<file path="config.mk">
export PLATFORM = sky130hd
export DESIGN_NAME = spi_master
export DESIGN_NICKNAME = d
export VERILOG_FILES = /design/src/source/spi_master_pkg.sv /design/src/source/spi_master.sv /design/src/source/spi_master_regs.sv /design/src/source/spi_shift_engine.sv /design/src/source/spi_queue.sv
export VERILOG_INCLUDE_DIRS = /design/src /design/src/include
export SDC_FILE = /design/constraint.sdc
export NUM_CORES = 1
export LEC_CHECK = 0
export BUFFER_PORTS_ARGS = -buffer_cell sky130_fd_sc_hd__clkbuf_2
export CORE_ASPECT_RATIO = 0.5
export CORE_UTILIZATION = 55
export DETAILED_ROUTE_END_ITERATION = 8
export GPL_TIMING_DRIVEN = 0
export PLACE_DENSITY = 0.77
export SYNTH_ARGS = -nofsm -noshare
export SYNTH_HDL_FRONTEND = slang
export SYNTH_HIERARCHICAL = 1
export SYNTH_SLANG_ARGS = --single-unit
</file>
<file path="constraint.sdc">
create_clock -name clk -period 4.5 [get_ports clk]
set_clock_uncertainty 0.05 [all_clocks]
set_input_delay 0.225 -clock clk [delete_from_list [all_inputs] [get_ports clk]]
set_output_delay 0.225 -clock clk [all_outputs]
set_load 0.03 [all_outputs]
</file>
<file path="src/include/spi_master_macros.svh">
/* spi master register map and sizing
   register offsets, reset divider, queue depths and bus widths */
`ifndef SPI_MASTER_MACROS_SVH
`define SPI_MASTER_MACROS_SVH

// ################################################
// register offsets, decoded from dstaddr[5:0]
// ################################################
`define SPI_CONFIG       6'h00 // enables, polarity, phase, bit order
`define SPI_STATUS       6'h01 // rx flag, busy, tx queue not empty
`define SPI_CLKDIV       6'h02 // sclk half period minus one
`define SPI_CMD          6'h03 // reserved, no command register
`define SPI_TX           6'h08 // push one byte to the tx queue
`define SPI_RX0          6'h10 // rx shift register, low word
`define SPI_RX1          6'h11 // rx shift register, high word

// reset and sizing
`define SPI_CLKDIV_RESET 8'd1
`define SPI_TX_DEPTH     8 // bytes
`define SPI_RSP_DEPTH    4 // response packets

// emesh bus
`define SPI_AW           32
`define SPI_PW           104
`define SPI_READ_MISS    32'hdead_beef // unmapped read data

`endif
</file>
<file path="src/source/spi_master_pkg.sv">
/* spi master shared types
   emesh packet, engine configuration, status register and engine state */
`include "spi_master_macros.svh"

package spi_master_pkg;

   // ################################################
   // emesh packet, 104 bits, write bit on top
   // ################################################
   typedef struct packed {
      logic              write;    // 1 = write, responses always set it
      logic [1:0]        datamode; // access size, copied to reply
      logic [4:0]        ctrlmode; // copied to reply
      logic [`SPI_AW-1:0] dstaddr; // low 6 bits select the register
      logic [`SPI_AW-1:0] srcaddr; // reply goes back here
      logic [31:0]       data;
   } emesh_packet_t;

   // config handed from register file to shift engine
   typedef struct packed {
      logic       spi_en;   // hw_en and not the disable bit
      logic       cpol;     // sclk idle level
      logic       cpha;     // 1 = sample on trailing edge
      logic       lsbfirst; // bit order on the wire
      logic [7:0] clkdiv;   // half period is clkdiv+1 cycles
   } spi_cfg_t;

   // status register layout
   typedef struct packed {
      logic [4:0] rsvd;
      logic       tx_nempty; // bit 2
      logic       busy;      // bit 1, engine not idle
      logic       rx_done;   // bit 0, sticky until written
   } spi_status_t;

   // shift engine states, anything but idle counts as busy
   typedef enum logic [1:0] {
      spi_idle  = 2'b00,
      spi_setup = 2'b01, // ss_n low, first bit on mosi
      spi_shift = 2'b10, // 16 sclk edges
      spi_hold  = 2'b11  // last half period before ss_n rises
   } spi_state_t;

endpackage

</file>
<file path="src/source/spi_master.sv">
/* spi master top level
   register file, tx byte queue, response queue and shift engine */
`timescale 1ns/1ps
`include "spi_master_macros.svh"

module spi_master (
   input  logic                          clk,
   input  logic                          nreset,
   input  logic                          hw_en,
   // requests from the core
   input  logic                          access_in,
   input  spi_master_pkg::emesh_packet_t packet_in,
   output logic                          wait_out,
   // responses to the core
   output logic                          access_out,
   output spi_master_pkg::emesh_packet_t packet_out,
   input  logic                          wait_in,
   // spi pins
   output logic                          sclk,
   output logic                          mosi,
   output logic                          ss_n,
   input  logic                          miso
);

   import spi_master_pkg::*;

   logic          tx_push;
   logic [7:0]    tx_wbyte;   // regs to queue
   logic [7:0]    tx_head;    // queue to engine
   logic          tx_pop;
   logic          tx_full;
   logic          tx_nempty;
   logic          rsp_push;
   emesh_packet_t rsp_packet;
   logic          rsp_full;
   logic          rsp_nempty;
   spi_cfg_t      cfg;
   spi_state_t    spi_state;
   logic          rx_access;
   logic [7:0]    rx_byte;

   // head leaves whenever the core is not stalling
   assign access_out = rsp_nempty & ~wait_in;

   // ################################################
   // input side
   // ################################################
   spi_master_regs u_regs (
      .clk        (clk),
      .nreset     (nreset),
      .hw_en      (hw_en),
      .access_in  (access_in),
      .packet_in  (packet_in),
      .wait_out   (wait_out),
      .tx_full    (tx_full),
      .rsp_full   (rsp_full),
      .tx_nempty  (tx_nempty),
      .tx_push    (tx_push),
      .tx_byte    (tx_wbyte),
      .rsp_push   (rsp_push),
      .rsp_packet (rsp_packet),
      .cfg        (cfg),
      .spi_state  (spi_state),
      .rx_access  (rx_access),
      .rx_byte    (rx_byte)
   );

   spi_queue #(
      .entry_t (logic [7:0]),
      .depth   (`SPI_TX_DEPTH)
   ) u_tx_queue (
      .clk    (clk),
      .nreset (nreset),
      .push   (tx_push),
      .din    (tx_wbyte),
      .pop    (tx_pop),
      .dout   (tx_head),
      .nempty (tx_nempty),
      .full   (tx_full)
   );

   // processing part
   spi_shift_engine u_engine (
      .clk       (clk),
      .nreset    (nreset),
      .cfg       (cfg),
      .tx_nempty (tx_nempty),
      .tx_pop    (tx_pop),
      .tx_byte   (tx_head),
      .state     (spi_state),
      .sclk      (sclk),
      .mosi      (mosi),
      .ss_n      (ss_n),
      .miso      (miso),
      .rx_access (rx_access),
      .rx_byte   (rx_byte)
   );

   // output side
   spi_queue #(
      .entry_t (emesh_packet_t),
      .depth   (`SPI_RSP_DEPTH)
   ) u_rsp_queue (
      .clk    (clk),
      .nreset (nreset),
      .push   (rsp_push),
      .din    (rsp_packet),
      .pop    (access_out),
      .dout   (packet_out),
      .nempty (rsp_nempty),
      .full   (rsp_full)
   );

endmodule

</file>
<file path="src/source/spi_master_regs.sv">
/* spi master register file
   decodes emesh requests, holds config, status, clkdiv and rx registers,
   pushes tx bytes and builds read response packets */
`timescale 1ns/1ps
`include "spi_master_macros.svh"

module spi_master_regs (
   input  logic                          clk,
   input  logic                          nreset,
   input  logic                          hw_en,     // block enable pin
   // request side
   input  logic                          access_in,
   input  spi_master_pkg::emesh_packet_t packet_in,
   output logic                          wait_out,
   // queue flags
   input  logic                          tx_full,
   input  logic                          rsp_full,
   input  logic                          tx_nempty,
   // tx queue push
   output logic                          tx_push,
   output logic [7:0]                    tx_byte,
   // response queue push
   output logic                          rsp_push,
   output spi_master_pkg::emesh_packet_t rsp_packet,
   // shift engine
   output spi_master_pkg::spi_cfg_t      cfg,
   input  spi_master_pkg::spi_state_t    spi_state,
   input  logic                          rx_access, // one cycle per byte
   input  logic [7:0]                    rx_byte
);

   import spi_master_pkg::*;

   logic [7:0]  config_reg;
   logic [7:0]  clkdiv_reg;
   spi_status_t status_reg;
   logic [63:0] rx_reg;       // last eight bytes, newest low
   logic        accept;
   logic        req_write;
   logic        req_read;
   logic [5:0]  offset;
   logic        config_write;
   logic        status_write;
   logic        clkdiv_write;
   logic [31:0] rd_data;

   // ################################################
   // request decode
   // ################################################

   // a read in flight to the response queue counts as occupied,
   // so back-to-back reads cannot overrun a nearly full queue
   assign wait_out = tx_full | rsp_full | rsp_push;

   assign accept    = access_in & ~wait_out;
   assign req_write = accept & packet_in.write;
   assign req_read  = accept & ~packet_in.write;
   assign offset    = packet_in.dstaddr[5:0];

   assign config_write = req_write & (offset == `SPI_CONFIG);
   assign status_write = req_write & (offset == `SPI_STATUS);
   assign clkdiv_write = req_write & (offset == `SPI_CLKDIV);

   // tx write goes straight to the queue, lands on the next edge
   assign tx_push = req_write & (offset == `SPI_TX);
   assign tx_byte = packet_in.data[7:0];

   // ################################################
   // config and clkdiv
   // ################################################
   always_ff @(posedge clk or negedge nreset)
   begin
      if (!nreset)
      begin
         config_reg <= '0;
         clkdiv_reg <= `SPI_CLKDIV_RESET;
      end
      else
      begin
         if (config_write)
            config_reg <= packet_in.data[7:0];
         if (clkdiv_write)
            clkdiv_reg <= packet_in.data[7:0];
      end
   end

   // config bit 0 disables, bit 1 is irq_en (stored only)
   assign cfg.spi_en   = hw_en & ~config_reg[0];
   assign cfg.cpol     = config_reg[2];
   assign cfg.cpha     = config_reg[3];
   assign cfg.lsbfirst = config_reg[4];
   assign cfg.clkdiv   = clkdiv_reg;

   // ################################################
   // status
   // ################################################
   always_ff @(posedge clk or negedge nreset)
   begin
      if (!nreset)
         status_reg <= '0;
      else if (status_write)
         status_reg <= packet_in.data[7:0]; // software clears rx_done here
      else
      begin
         status_reg.rsvd      <= '0;
         status_reg.tx_nempty <= tx_nempty;
         status_reg.busy      <= (spi_state != spi_idle);
         status_reg.rx_done   <= status_reg.rx_done | rx_access; // sticky
      end
   end

   // rx bytes enter at the bottom, older ones move up
   always_ff @(posedge clk or negedge nreset)
   begin
      if (!nreset)
         rx_reg <= '0;
      else if (rx_access)
         rx_reg <= {rx_reg[55:0], rx_byte};
   end

   // ################################################
   // readback and response packet
   // ################################################
   always_comb
   begin
      case (offset)
         `SPI_CONFIG : rd_data = {24'b0, config_reg};
         `SPI_STATUS : rd_data = {24'b0, status_reg};
         `SPI_CLKDIV : rd_data = {24'b0, clkdiv_reg};
         `SPI_RX0    : rd_data = rx_reg[31:0];
         `SPI_RX1    : rd_data = rx_reg[63:32];
         default     : rd_data = `SPI_READ_MISS; // cmd, tx and holes
      endcase
   end

   always_ff @(posedge clk or negedge nreset)
   begin
      if (!nreset)
         rsp_push <= 1'b0;
      else
         rsp_push <= req_read; // one edge after acceptance
   end

   // reply to the requester, routing fields copied
   always_ff @(posedge clk)
   begin
      if (req_read)
      begin
         rsp_packet.write    <= 1'b1;
         rsp_packet.datamode <= packet_in.datamode;
         rsp_packet.ctrlmode <= packet_in.ctrlmode;
         rsp_packet.dstaddr  <= packet_in.srcaddr;
         rsp_packet.srcaddr  <= '0;
         rsp_packet.data     <= rd_data;
      end
   end

endmodule

</file>
<file path="src/source/spi_shift_engine.sv">
/* spi shift engine
   pops queued bytes and runs one frame each on sclk, mosi and ss_n,
   collects miso into a byte and pulses rx_access when the frame ends */
`timescale 1ns/1ps

module spi_shift_engine (
   input  logic                       clk,
   input  logic                       nreset,
   input  spi_master_pkg::spi_cfg_t   cfg,
   // tx queue
   input  logic                       tx_nempty,
   output logic                       tx_pop,
   input  logic [7:0]                 tx_byte,   // queue head
   output spi_master_pkg::spi_state_t state,
   // spi pins
   output logic                       sclk,
   output logic                       mosi,
   output logic                       ss_n,
   input  logic                       miso,
   // received byte
   output logic                       rx_access,
   output logic [7:0]                 rx_byte
);

   import spi_master_pkg::*;

   logic [7:0] div_cnt;     // counts one half period
   logic       tick;        // last cycle of a half period
   logic [2:0] bit_cnt;
   logic       second_half; // next tick is the trailing edge
   logic       lead_edge;
   logic       trail_edge;
   logic       sample;      // capture miso
   logic       advance;     // next bit onto mosi
   logic [7:0] tx_sr;
   logic [7:0] rx_sr;

   assign tick       = (div_cnt == cfg.clkdiv);
   assign lead_edge  = (state == spi_shift) & tick & ~second_half;
   assign trail_edge = (state == spi_shift) & tick & second_half;

   // cpha 0: sample leading, change trailing
   // cpha 1: change leading (first bit already out), sample trailing
   assign sample  = cfg.cpha ? trail_edge : lead_edge;
   assign advance = cfg.cpha ? (lead_edge & (bit_cnt != 3'd0)) : trail_edge;

   assign tx_pop  = (state == spi_idle) & cfg.spi_en & tx_nempty;
   assign ss_n    = (state == spi_idle);
   assign mosi    = cfg.lsbfirst ? tx_sr[0] : tx_sr[7];
   assign rx_byte = rx_sr; // stable until the next shift state

   // ################################################
   // frame FSM
   // ################################################
   always_ff @(posedge clk or negedge nreset)
   begin
      if (!nreset)
      begin
         state       <= spi_idle;
         div_cnt     <= '0;
         bit_cnt     <= '0;
         second_half <= 1'b0;
         sclk        <= 1'b0;  // cpol resets to 0
         rx_access   <= 1'b0;
      end
      else
      begin
         rx_access <= 1'b0;
         if ((state == spi_idle) || tick)
            div_cnt <= '0;
         else
            div_cnt <= div_cnt + 8'd1;
         case (state)
            spi_idle :
            begin
               sclk        <= cfg.cpol; // park at idle level
               bit_cnt     <= '0;
               second_half <= 1'b0;
               if (tx_pop)
                  state <= spi_setup;
            end
            spi_setup :
            begin
               if (tick)
                  state <= spi_shift;
            end
            spi_shift :
            begin
               if (tick)
               begin
                  sclk        <= ~sclk;
                  second_half <= ~second_half;
                  if (second_half) // trailing edge ends a bit
                  begin
                     bit_cnt <= bit_cnt + 3'd1;
                     if (bit_cnt == 3'd7)
                        state <= spi_hold;
                  end
               end
            end
            spi_hold :
            begin
               if (tick)
               begin
                  state     <= spi_idle;
                  rx_access <= 1'b1; // byte complete
               end
            end
         endcase
      end
   end

   // ################################################
   // shift registers
   // ################################################
   always_ff @(posedge clk or negedge nreset)
   begin
      if (!nreset)
         tx_sr <= '0; // keeps mosi defined out of reset
      else if (tx_pop)
         tx_sr <= tx_byte;
      else if (advance)
         tx_sr <= cfg.lsbfirst ? {1'b0, tx_sr[7:1]} : {tx_sr[6:0], 1'b0};
   end

   // rx fills from the same end the tx side empties
   always_ff @(posedge clk)
   begin
      if (sample)
         rx_sr <= cfg.lsbfirst ? {miso, rx_sr[7:1]} : {rx_sr[6:0], miso};
   end

endmodule

</file>
<file path="src/source/spi_queue.sv">
/* synchronous FIFO with a type parameter for the entry
   head is shown combinationally, push and pop may share a cycle */
`timescale 1ns/1ps

module spi_queue #(
   parameter type entry_t = logic [7:0], // payload type
   parameter int  depth   = 4            // number of entries
) (
   input  logic   clk,
   input  logic   nreset,
   input  logic   push,
   input  entry_t din,
   input  logic   pop,
   output entry_t dout,   // head entry
   output logic   nempty,
   output logic   full
);

   localparam int ptr_w = (depth > 1) ? $clog2(depth) : 1;
   localparam int cnt_w = $clog2(depth + 1);

   entry_t           mem [depth];
   logic [ptr_w-1:0] wr_ptr;
   logic [ptr_w-1:0] rd_ptr;
   logic [cnt_w-1:0] count;
   logic             wr_en;
   logic             rd_en;

   assign wr_en = push & ~full; // overflow dropped
   assign rd_en = pop & nempty; // underflow ignored

   // ################################################
   // pointers and fill count
   // ################################################
   always_ff @(posedge clk or negedge nreset)
   begin
      if (!nreset)
      begin
         wr_ptr <= '0;
         rd_ptr <= '0;
         count  <= '0;
      end
      else
      begin
         if (wr_en)
            wr_ptr <= (wr_ptr == ptr_w'(depth - 1)) ? '0 : wr_ptr + 1'b1;
         if (rd_en)
            rd_ptr <= (rd_ptr == ptr_w'(depth - 1)) ? '0 : rd_ptr + 1'b1;
         case ({wr_en, rd_en})
            2'b10   : count <= count + 1'b1;
            2'b01   : count <= count - 1'b1;
            default : count <= count; // both or neither
         endcase
      end
   end

   // storage
   always_ff @(posedge clk)
   begin
      if (wr_en)
         mem[wr_ptr] <= din;
   end

   assign dout   = mem[rd_ptr];
   assign nempty = (count != '0);
   assign full   = (count == cnt_w'(depth));

endmodule

</file>
==> reports/qor.yml, run 1 <==
cells_and_area:
  fin_area_sq_um: 31420
  top_register: "u_rsp_queue/mem"
  multiInputGateArea_sq_um: 6351
  largest_reg_flops: 416
  synthToLayoutAreaGrowth_pct: 16.29
  fin_cells: 2316
  seq_area_sq_um: 20040
  layout-drive-gt1-share: 0.3578
  fin_nets: 1764
  reg_top3: "u_rsp_queue/mem (416), u_regs/rsp_packet (71)"
  fillers: 3074
routing:
  route.detailed.drc: 6
  routed_wl_mm: 52.87
  drtPass1Iterations: 9
  drtAntennaViolNets: 0
  drt_iter0_markers: 981
  dr_total_vias: 13260
  drt-wirelength-per-cell_microns: 22.83
  post_drt_via_cell_ratio: 5.725
sta:
  hold_viol_final: 0
  drv_slew: 0
  max_clock_freq_mhz: 255.9
  period_minus_slack_ns: 3.907
  layout_worst_path_cycle_share: 0.8683
  finalSetupViolCount: 0
  slew_headroom: 0.1159
  rsz0062_at_grt: "no"
  fin_setup_tns_ns: 0
  worst_pin_slew_ns: 1.316
place:
  dp.cells: 2160
  numPortBuffers: 167
  hpwl_mm: 33.01
  dpl_cell_area_sq_um: 28990
  place_congestion: 0.8445
floorplan:
  fp.dieW_microns: 315.5
  num_io_pins: 219
  fp.dieH_microns: 158.7
  core_sq_um: 47650
  rows: 56
  initial_core_util: 0.5671
  fp.dieArea_sq_um: 50070
grt:
  grt.busiest_layer: "met2"
  grt_use_met2: 0.3864
  use_met1: 0.2651
  grt_antenna_before_repair: 2
  grt_pass1_wl_mm: 81.54
  grt_max_degree: 71
  grt_pass1_vias: 14300
  grt_overflow: 0
  gr-usage-all-layers: 0.2140
  met3_usage: 0.03265
critical_path:
  critPathKind: "flip-flop to flip-flop"
  slowest_stage: "or4b_2"
  cp.required_ns: 4.91
  crit_arrival_ns: 4.32
  critPathMostFrequentCell: "ha_1"
  crit_chain: "or4b_4 > inv_1 > nor4b_2 > and4_1 > nand2_2 > ha_1 > ha_1 > or4b_2 > o311ai_0 > o211ai_1"
  start_kind: "flip-flop"
  regToRegSetupSlack_ns: 0.59
  crit_fanout: 9
  cp_slowest_stage_delay_ns: 0.67
  end_kind: "flip-flop"
status:
  outcome: "finished with violations"
  violations: "DRC"
clock_tree:
  clk_path_buf_depth: 3
  cts_tree: "done"
  cts-resized-gates: 0
  cts_made_buffers: 56
  ctsHoldBuffers: 50
  clockRootBuffer: "clkbuf_16"
  cts.sinks: 689
  htreeDepth: 2
  post_cts_buffers: 0
  insertion_delay_ns: 0.61
  clkTransAtPathRegs_ns: 0.07
power_and_ir_drop:
  switching_share: 0.3226
  p_int_w: 0.01313
  clkPwrFrac: 0.259
  ir_drop_mv: 0.4385
  p_sw_w: 0.006256
  seqPwrFrac: 0.434
  p_per_area_nw_per_um2: 617.0
  p_leak_nw: 11.52
  pwr-share-comb: 0.306
yosys:
  syn_area_sq_um: 27020
  synth_async_sr_flop_share: 0.1887
  synth_edf_count: 559
  synth_cell_types: 68
  ys_dominant_reg_cell: "edfxtp_1"
  ys_seq_area_frac: 0.7417
  syn_inst: 1316
  yosysWarnings: 6
  synth_seq_cells: 689
  syn_area_per_cell_sq_um: 20.53
job:
  max_cap_violations: 0
worst_hold_path:
  min_path_type: "input port to flip-flop"
-- kinds of logic after synthesis --
group / Yosys count / share of synthesized area
xor gates and xnor gates: 22 / 0.007131
muxes: 262 / 0.1602
adders and majority gates: 24 / 0.01167
and+or+nand+nor: 128 / 0.03098
DFF: 689 / 0.7417
other: 2 / 0.0002779
AOI/OAI and AO/OA: 63 / 0.01903
buffers and inverters: 126 / 0.02903
-- path summary, 6_finish.rpt --
path	startpoint	endpoint	cells past startpoint
max in group asynchronous	nreset	u_regs/rx_reg[31]$_DFFE_PN0P_	3
min	wait_in	u_rsp_queue/rd_ptr[1]$_DFFE_PN0P_	4
min reg2reg	u_regs/rsp_packet[7]$_DFFE_PP_	u_rsp_queue/mem[2][7]$_DFFE_PP_	0
min in group asynchronous	nreset	u_engine/tx_sr[3]$_DFFE_PN0P_	2
max	u_tx_queue/count[3]$_DFFE_PN0P_	u_tx_queue/count[3]$_DFFE_PN0P_	10
max reg2reg	u_tx_queue/count[3]$_DFFE_PN0P_	u_tx_queue/count[3]$_DFFE_PN0P_	10
-- routing by layer --
metal	share of wire	wire length, microns
met5	0	0
met4	0.026	1381
met3	0.049	2617
met2	0.54	28560
met1	0.38	20320
-- through the flow --
step                        util  total power (W)  setup slack (ns)  hold WS (ns)
after floorplan                -          0.01276            0.6956       -0.1206
after CTS                 0.6591          0.01955            0.6510       0.09140
after global routing      0.6595          0.02017            0.4676        0.1122
after global placement    0.6039          0.01424            -1.132        0.3514
after detailed placement  0.6084          0.01445            0.6765        0.2075
final                     0.6595          0.01939            0.5927        0.1198
-- power groups by stage --
stage	clock (W)	combinational, W	sequential [W]
3_3_place_gp	0	0.00572	0.00852
6_report	0.00503	0.00594	0.00842
2_1_floorplan	0	0.00441	0.00835
5_1_grt	0.00536	0.00631	0.00849
3_5_place_dp	0	0.00593	0.00853
4_1_cts	0.00512	0.00602	0.00841
-- synth_stat cells, types with 6 or more instances --
cell type / number / area [sq um]
and2_1: 10 / 62.56
xor2_1: 14 / 122.6
mux2_4: 8 / 120.1
a221o_1: 17 / 170.2
nand2_1: 13 / 48.80
nor2b_1: 8 / 50.05
a21oi_1: 6 / 30.03
a2111o_1: 7 / 78.83
ha_1: 22 / 275.3
dfrtp_1: 129 / 3228
edfxtp_1: 559 / 16790
o21ai_0: 11 / 55.05
xnor2_1: 8 / 70.07
a22o_1: 10 / 87.58
mux2_2: 107 / 1205
buf_6: 6 / 67.56
mux2i_1: 26 / 260.3
clkbuf_1: 19 / 71.32
inv_1: 23 / 86.33
nor2_1: 21 / 78.83
nor3_1: 17 / 85.08
nand3_1: 10 / 50.05
buf_2: 26 / 130.1
buf_4: 46 / 345.3
mux4_1: 8 / 210.2
mux4_2: 112 / 2522
-- cell usage in the layout (no fill, tap or decap), types with 32 or more instances in the layout --
master / instances
edfxtp_1: 559
clkbuf_2: 166
dfrtp_1: 129
mux4_2: 112
mux2_2: 107
clkbuf_16: 57
dlygate4sd3_1: 50
buf_4: 47
conb_1: 33
clkbuf_1: 32
-- critical path, delay by kind of cell, from the launching register on --
| family | cells | cell delay, ns |
|---|---|---|
| AOI/OAI and AO/OA | 2 | 0.27 |
| DFF | 1 | 0.43 |
| and+or+nand+nor | 5 | 2.21 |
| adders and majority gates | 2 | 0.73 |
| buffers and inverters | 1 | 0.09 |
-- area by class of cell --
type / count / share of cell area
diodes: 1 / 0.00007964
plain buffers: 103 / 0.02222
clock buffers: 76 / 0.04957
clock inverters: 29 / 0.01139
inverters: 23 / 0.002747
multi-input cells: 532 / 0.2021
flip-flops and latches: 689 / 0.6378
well taps: 638 / 0.02540
repair buffers: 225 / 0.04870
(Power assumes the default switching activity.)
==> inputs of run 2 (changes only) <==
--- a/config.mk
+++ b/config.mk
@@ -6,12 +6,14 @@
 export SDC_FILE = /design/constraint.sdc
 export NUM_CORES = 1
 export LEC_CHECK = 0
+export ABC_AREA = 1
 export BUFFER_PORTS_ARGS = -buffer_cell sky130_fd_sc_hd__clkbuf_2
 export CORE_ASPECT_RATIO = 0.5
 export CORE_UTILIZATION = 55
 export DETAILED_ROUTE_END_ITERATION = 8
 export GPL_TIMING_DRIVEN = 0
 export PLACE_DENSITY = 0.77
+export REMOVE_ABC_BUFFERS = 1
 export SYNTH_ARGS = -nofsm -noshare
 export SYNTH_HDL_FRONTEND = slang
 export SYNTH_HIERARCHICAL = 1
==> reports/qor.yml, run 2 <==
floorplan:
  initial_core_util: 0.5657  # was 0.5671
  core_sq_um: 50940  # was 47650 sq um
  rows: 58  # was 56
  fp.dieH_microns: 163.9  # was 158.7 microns
  fp.dieArea_sq_um: 53380  # was 50070 sq um
  num_io_pins: 219  # unchanged
  fp.dieW_microns: 325.7  # was 315.5 microns
critical_path:
  r2r_end: "u_tx_queue/mem[0][1]$_DFFE_PP_"  # was u_tx_queue/count[3]$_DFFE_PN0P_
  critPathKind: "flip-flop to flip-flop"  # unchanged
  slowest_stage: "nor3_1"  # was or4b_2
  crit_chain: "inv_1 > nand3_1 > inv_1 > nor2_1 > nand4_2 > nor3_1 > nand2_2 > nor3_1"  # was or4b_4 > inv_1 > nor4b_2 > and4_1 > nand2_2 > ha_1 > ha_1 > or4b_2 > o311ai_0 > o211ai_1
  end_kind: "flip-flop"  # unchanged
  rr_worst_depth: 8  # was 10
  regToRegSetupSlack_ns: 0.93  # was 0.59 ns
  cp_slowest_stage_delay_ns: 1.05  # was 0.67 ns
  r2r_start: "u_rsp_queue/count[1]$_DFFE_PN0P_"  # was u_tx_queue/count[3]$_DFFE_PN0P_
  cp.required_ns: 4.66  # was 4.91 ns
  crit_arrival_ns: 3.73  # was 4.32 ns
  crit_fanout: 19  # was 9
  startpoint: "u_rsp_queue/count[1]$_DFFE_PN0P_"  # was u_tx_queue/count[3]$_DFFE_PN0P_
  start_kind: "flip-flop"  # unchanged
yosys:
  synth_async_sr_flop_share: 0.1887  # unchanged
  syn_area_per_cell_sq_um: 11.39  # was 20.53 sq um
  synth_top_area_frac: 0.5824  # was 0.6212
  syn_inst: 2531  # was 1316
  synth_seq_cells: 689  # unchanged
  synth_edf_count: 559  # unchanged
  synth_top_area_cell: "edfxtp_1"  # unchanged
  ys_dominant_reg_cell: "edfxtp_1"  # unchanged
  yosysWarnings: 6  # unchanged
  synth_area_leaders: "edfxtp_1 (58%), dfrtp_1 (11%), nand2_1 (9.1%)"  # was edfxtp_1 (62%), dfrtp_1 (12%), mux4_2 (9.3%)
  syn_area_sq_um: 28820  # was 27020 sq um
  synth_cell_types: 39  # was 68
  synthTopCellsByCount: "nand2_1 (695), edfxtp_1 (559), inv_1 (352)"  # was edfxtp_1 (559), dfrtp_1 (129), mux4_2 (112)
  ys_seq_area_frac: 0.6953  # was 0.7417
  synth_most_common_cell: "nand2_1"  # was edfxtp_1
clock_tree:
  cts.sinks: 689  # unchanged
  cts-resized-gates: 0  # unchanged
  htreeDepth: 2  # unchanged
  cts_made_buffers: 56  # unchanged
  clkTransAtPathRegs_ns: 0.07  # about the same
  cts_tree: "done"  # unchanged
  insertion_delay_ns: 0.61  # about the same
  clk_path_buf_depth: 3  # unchanged
  clockRootBuffer: "clkbuf_16"  # unchanged
routing:
  drtAntennaViolNets: 0  # unchanged
  routed_wl_mm: 55.49  # was 52.87 mm
  drt_iter0_markers: 1407  # was 981
  drtPass1Iterations: 6  # was 9
  drt-wirelength-per-cell_microns: 16.05  # was 22.83 microns
  dr_total_vias: 17990  # was 13.26k
  route.detailed.drc: 0  # was 6
  post_drt_via_cell_ratio: 5.202  # was 5.725
power_and_ir_drop:
  p_leak_nw: 13.35  # was 11.52 nW
  power_w: 0.01919  # was 0.01939 W
  ir_drop_mv: 0.4183  # was 0.4385 mV
  p_per_area_nw_per_um2: 583.7  # was 617.0 nW/um^2
cells_and_area:
  top_register: "u_rsp_queue/mem"  # unchanged
  reg_top3: "u_rsp_queue/mem (416), u_regs/rsp_packet (71)"  # unchanged
  fin_nets: 2855  # was 1764
  layout-drive-gt1-share: 0.1228  # was 0.3578
  fillers: 3693  # was 3074
  synthToLayoutAreaGrowth_pct: 14.08  # was 16.29%
  antenna_cells: 0  # was 1
  largest_reg_flops: 416  # unchanged
  mostFrequentLayoutCells: "nand2_1 (695), edfxtp_1 (559), inv_1 (352)"  # was edfxtp_1 (559), clkbuf_2 (166), dfrtp_1 (129)
  final_common_cell: "nand2_1"  # was edfxtp_1
  fin_cells: 3458  # was 2316
  fin_area_sq_um: 32880  # was 31420 sq um
sta:
  layout_worst_path_cycle_share: 0.7933  # was 0.8683
  hold_viol_final: 0  # unchanged
  worst_pin_slew_ns: 1.308  # was 1.316 ns
  rsz0062_at_grt: "no"  # unchanged
  period_minus_slack_ns: 3.570  # was 3.907 ns
  finalSetupViolCount: 0  # unchanged
  slew_headroom: 0.1214  # was 0.1159
  finalHoldWorstSlack_ns: 0.03355  # was 0.1198 ns
  drv_slew: 0  # unchanged
  max_clock_freq_mhz: 280.1  # was 255.9 MHz
place:
  hpwl_mm: 34.43  # was 33.01 mm
  numPortBuffers: 168  # was 167
  place_congestion: 0.8300  # was 0.8445
  dp.cells: 3299  # was 2160
  dpl_cell_area_sq_um: 30490  # was 28990 sq um
job:
  max_cap_violations: 0  # unchanged
grt:
  gr-usage-all-layers: 0.2105  # was 0.2140
  grt_overflow: 0  # unchanged
  grt_max_degree: 113  # was 71
  grt_pass1_wl_mm: 89.30  # was 81.54 mm
  grt_antenna_before_repair: 0  # was 2
  grt_pass1_vias: 17770  # was 14.30k
worst_hold_path:
  min_path_type: "input port to flip-flop"  # unchanged
  min_path_cells: 2  # was 4
  hold_end: "u_regs/rsp_packet[14]$_DFFE_PP_"  # was u_rsp_queue/rd_ptr[1]$_DFFE_PN0P_
  min_from: "access_in"  # was wait_in
status:
  outcome: "finished, final reports clean"  # was finished with violations
[run 2: changes by cell type in the layout (fill, tap and decap cells not counted), moves of 36 or more]
cell / previous run / this run
nand2_1: 13 / 695
inv_1: 23 / 352
o211ai_1: 2 / 213
nor2_1: 21 / 152
mux4_2: 112 / 0
mux2_2: 107 / 0
o21ai_0: 11 / 67
buf_4: 47 / 1
nand3_1: 10 / 46
[run 2: final cells by class]
type | count | area [sq um] | area share
repair buffers | 255 | 2063 | 0.06275
clock inverters | 24 | 203.9 | 0.006203
flip-flops and latches | 689 | 20050 | 0.6099
inverters | 361 | 1359 | 0.04133
multi-input cells | 1358 | 6695 | 0.2036
clock buffers | 81 | 1642 | 0.04993
well taps | 690 | 863.3 | 0.02626
[run 2: worst max-delay path, delay by kind of cell, from the launching register on]
| family | cells | cell delay [ns] |
|---|---|---|
| buffers and inverters | 2 | 0.15 |
| DFF | 1 | 0.35 |
| and+or+nand+nor | 6 | 2.61 |
[run 2: cell families after synthesis]
logic type,after synthesis,synth area share
AO/OA/AOI/OAI,325,0.07554
XOR/XNOR,10,0.003039
adder cells (fa/ha/maj),24,0.01094
buffers and inverters,515,0.07762
flip-flops,689,0.6953
other,2,0.0002606
AND/OR/NAND/NOR,966,0.1373
[run 2: worst max path at each step]
stage                                                   end  cells after the start  slack, ns
after CTS                    u_tx_queue/mem[1][6]$_DFFE_PP_                      8       0.90
after global routing         u_tx_queue/mem[1][2]$_DFFE_PP_                      8       0.66
after global placement            u_regs/rsp_push$_DFF_PN0_                      6      -6.70
final                        u_tx_queue/mem[0][1]$_DFFE_PP_                      8       0.93
after floorplan           u_rsp_queue/rd_ptr[0]$_DFFE_PN0P_                      4      -3.26
after detailed placement     u_tx_queue/mem[1][3]$_DFFE_PP_                      8       0.92
[run 2: metal layers]
layer  share of wire  track usage  vias to the layer above  wire (microns)
li1                -            -                     8781               -
met1            0.42       0.2630                     8713           23190
met2            0.52       0.3856                      399           28750
met3           0.042      0.03056                       96            2316
met4           0.022      0.05719                        0            1234
met5               0            0                        -               0
[run 2: timing repair]
item	in CTS	in global routing
hold buffers	54	0
endpoints found under the hold margin	263	0
setup buffers	0	0
[run 2: where the power goes]
| part | total [W] | internal (W) | switching, W |
|---|---|---|---|
| Sequential | 0.00834 | 0.00778 | 0.000565 |
| Combinational | 0.00596 | 0.00176 | 0.00420 |
| Clock | 0.00489 | 0.00267 | 0.00222 |
| Total | 0.0192 | 0.0122 | 0.00699 |
[run 2: per-stage QoR]
| step | worst slack (ns) | TNS [ns] | utilization |
|---|---|---|---|
| after floorplan | -3.265 | -989.13 | - |
| after detailed placement | 0.9167 | 0 | 0.5986 |
| after CTS | 0.9027 | 0 | 0.6454 |
| after global routing | 0.6642 | 0 | 0.6454 |
| final | 0.9301 | 0 | 0.6454 |
| after global placement | -6.703 | -3099.69 | 0.5842 |
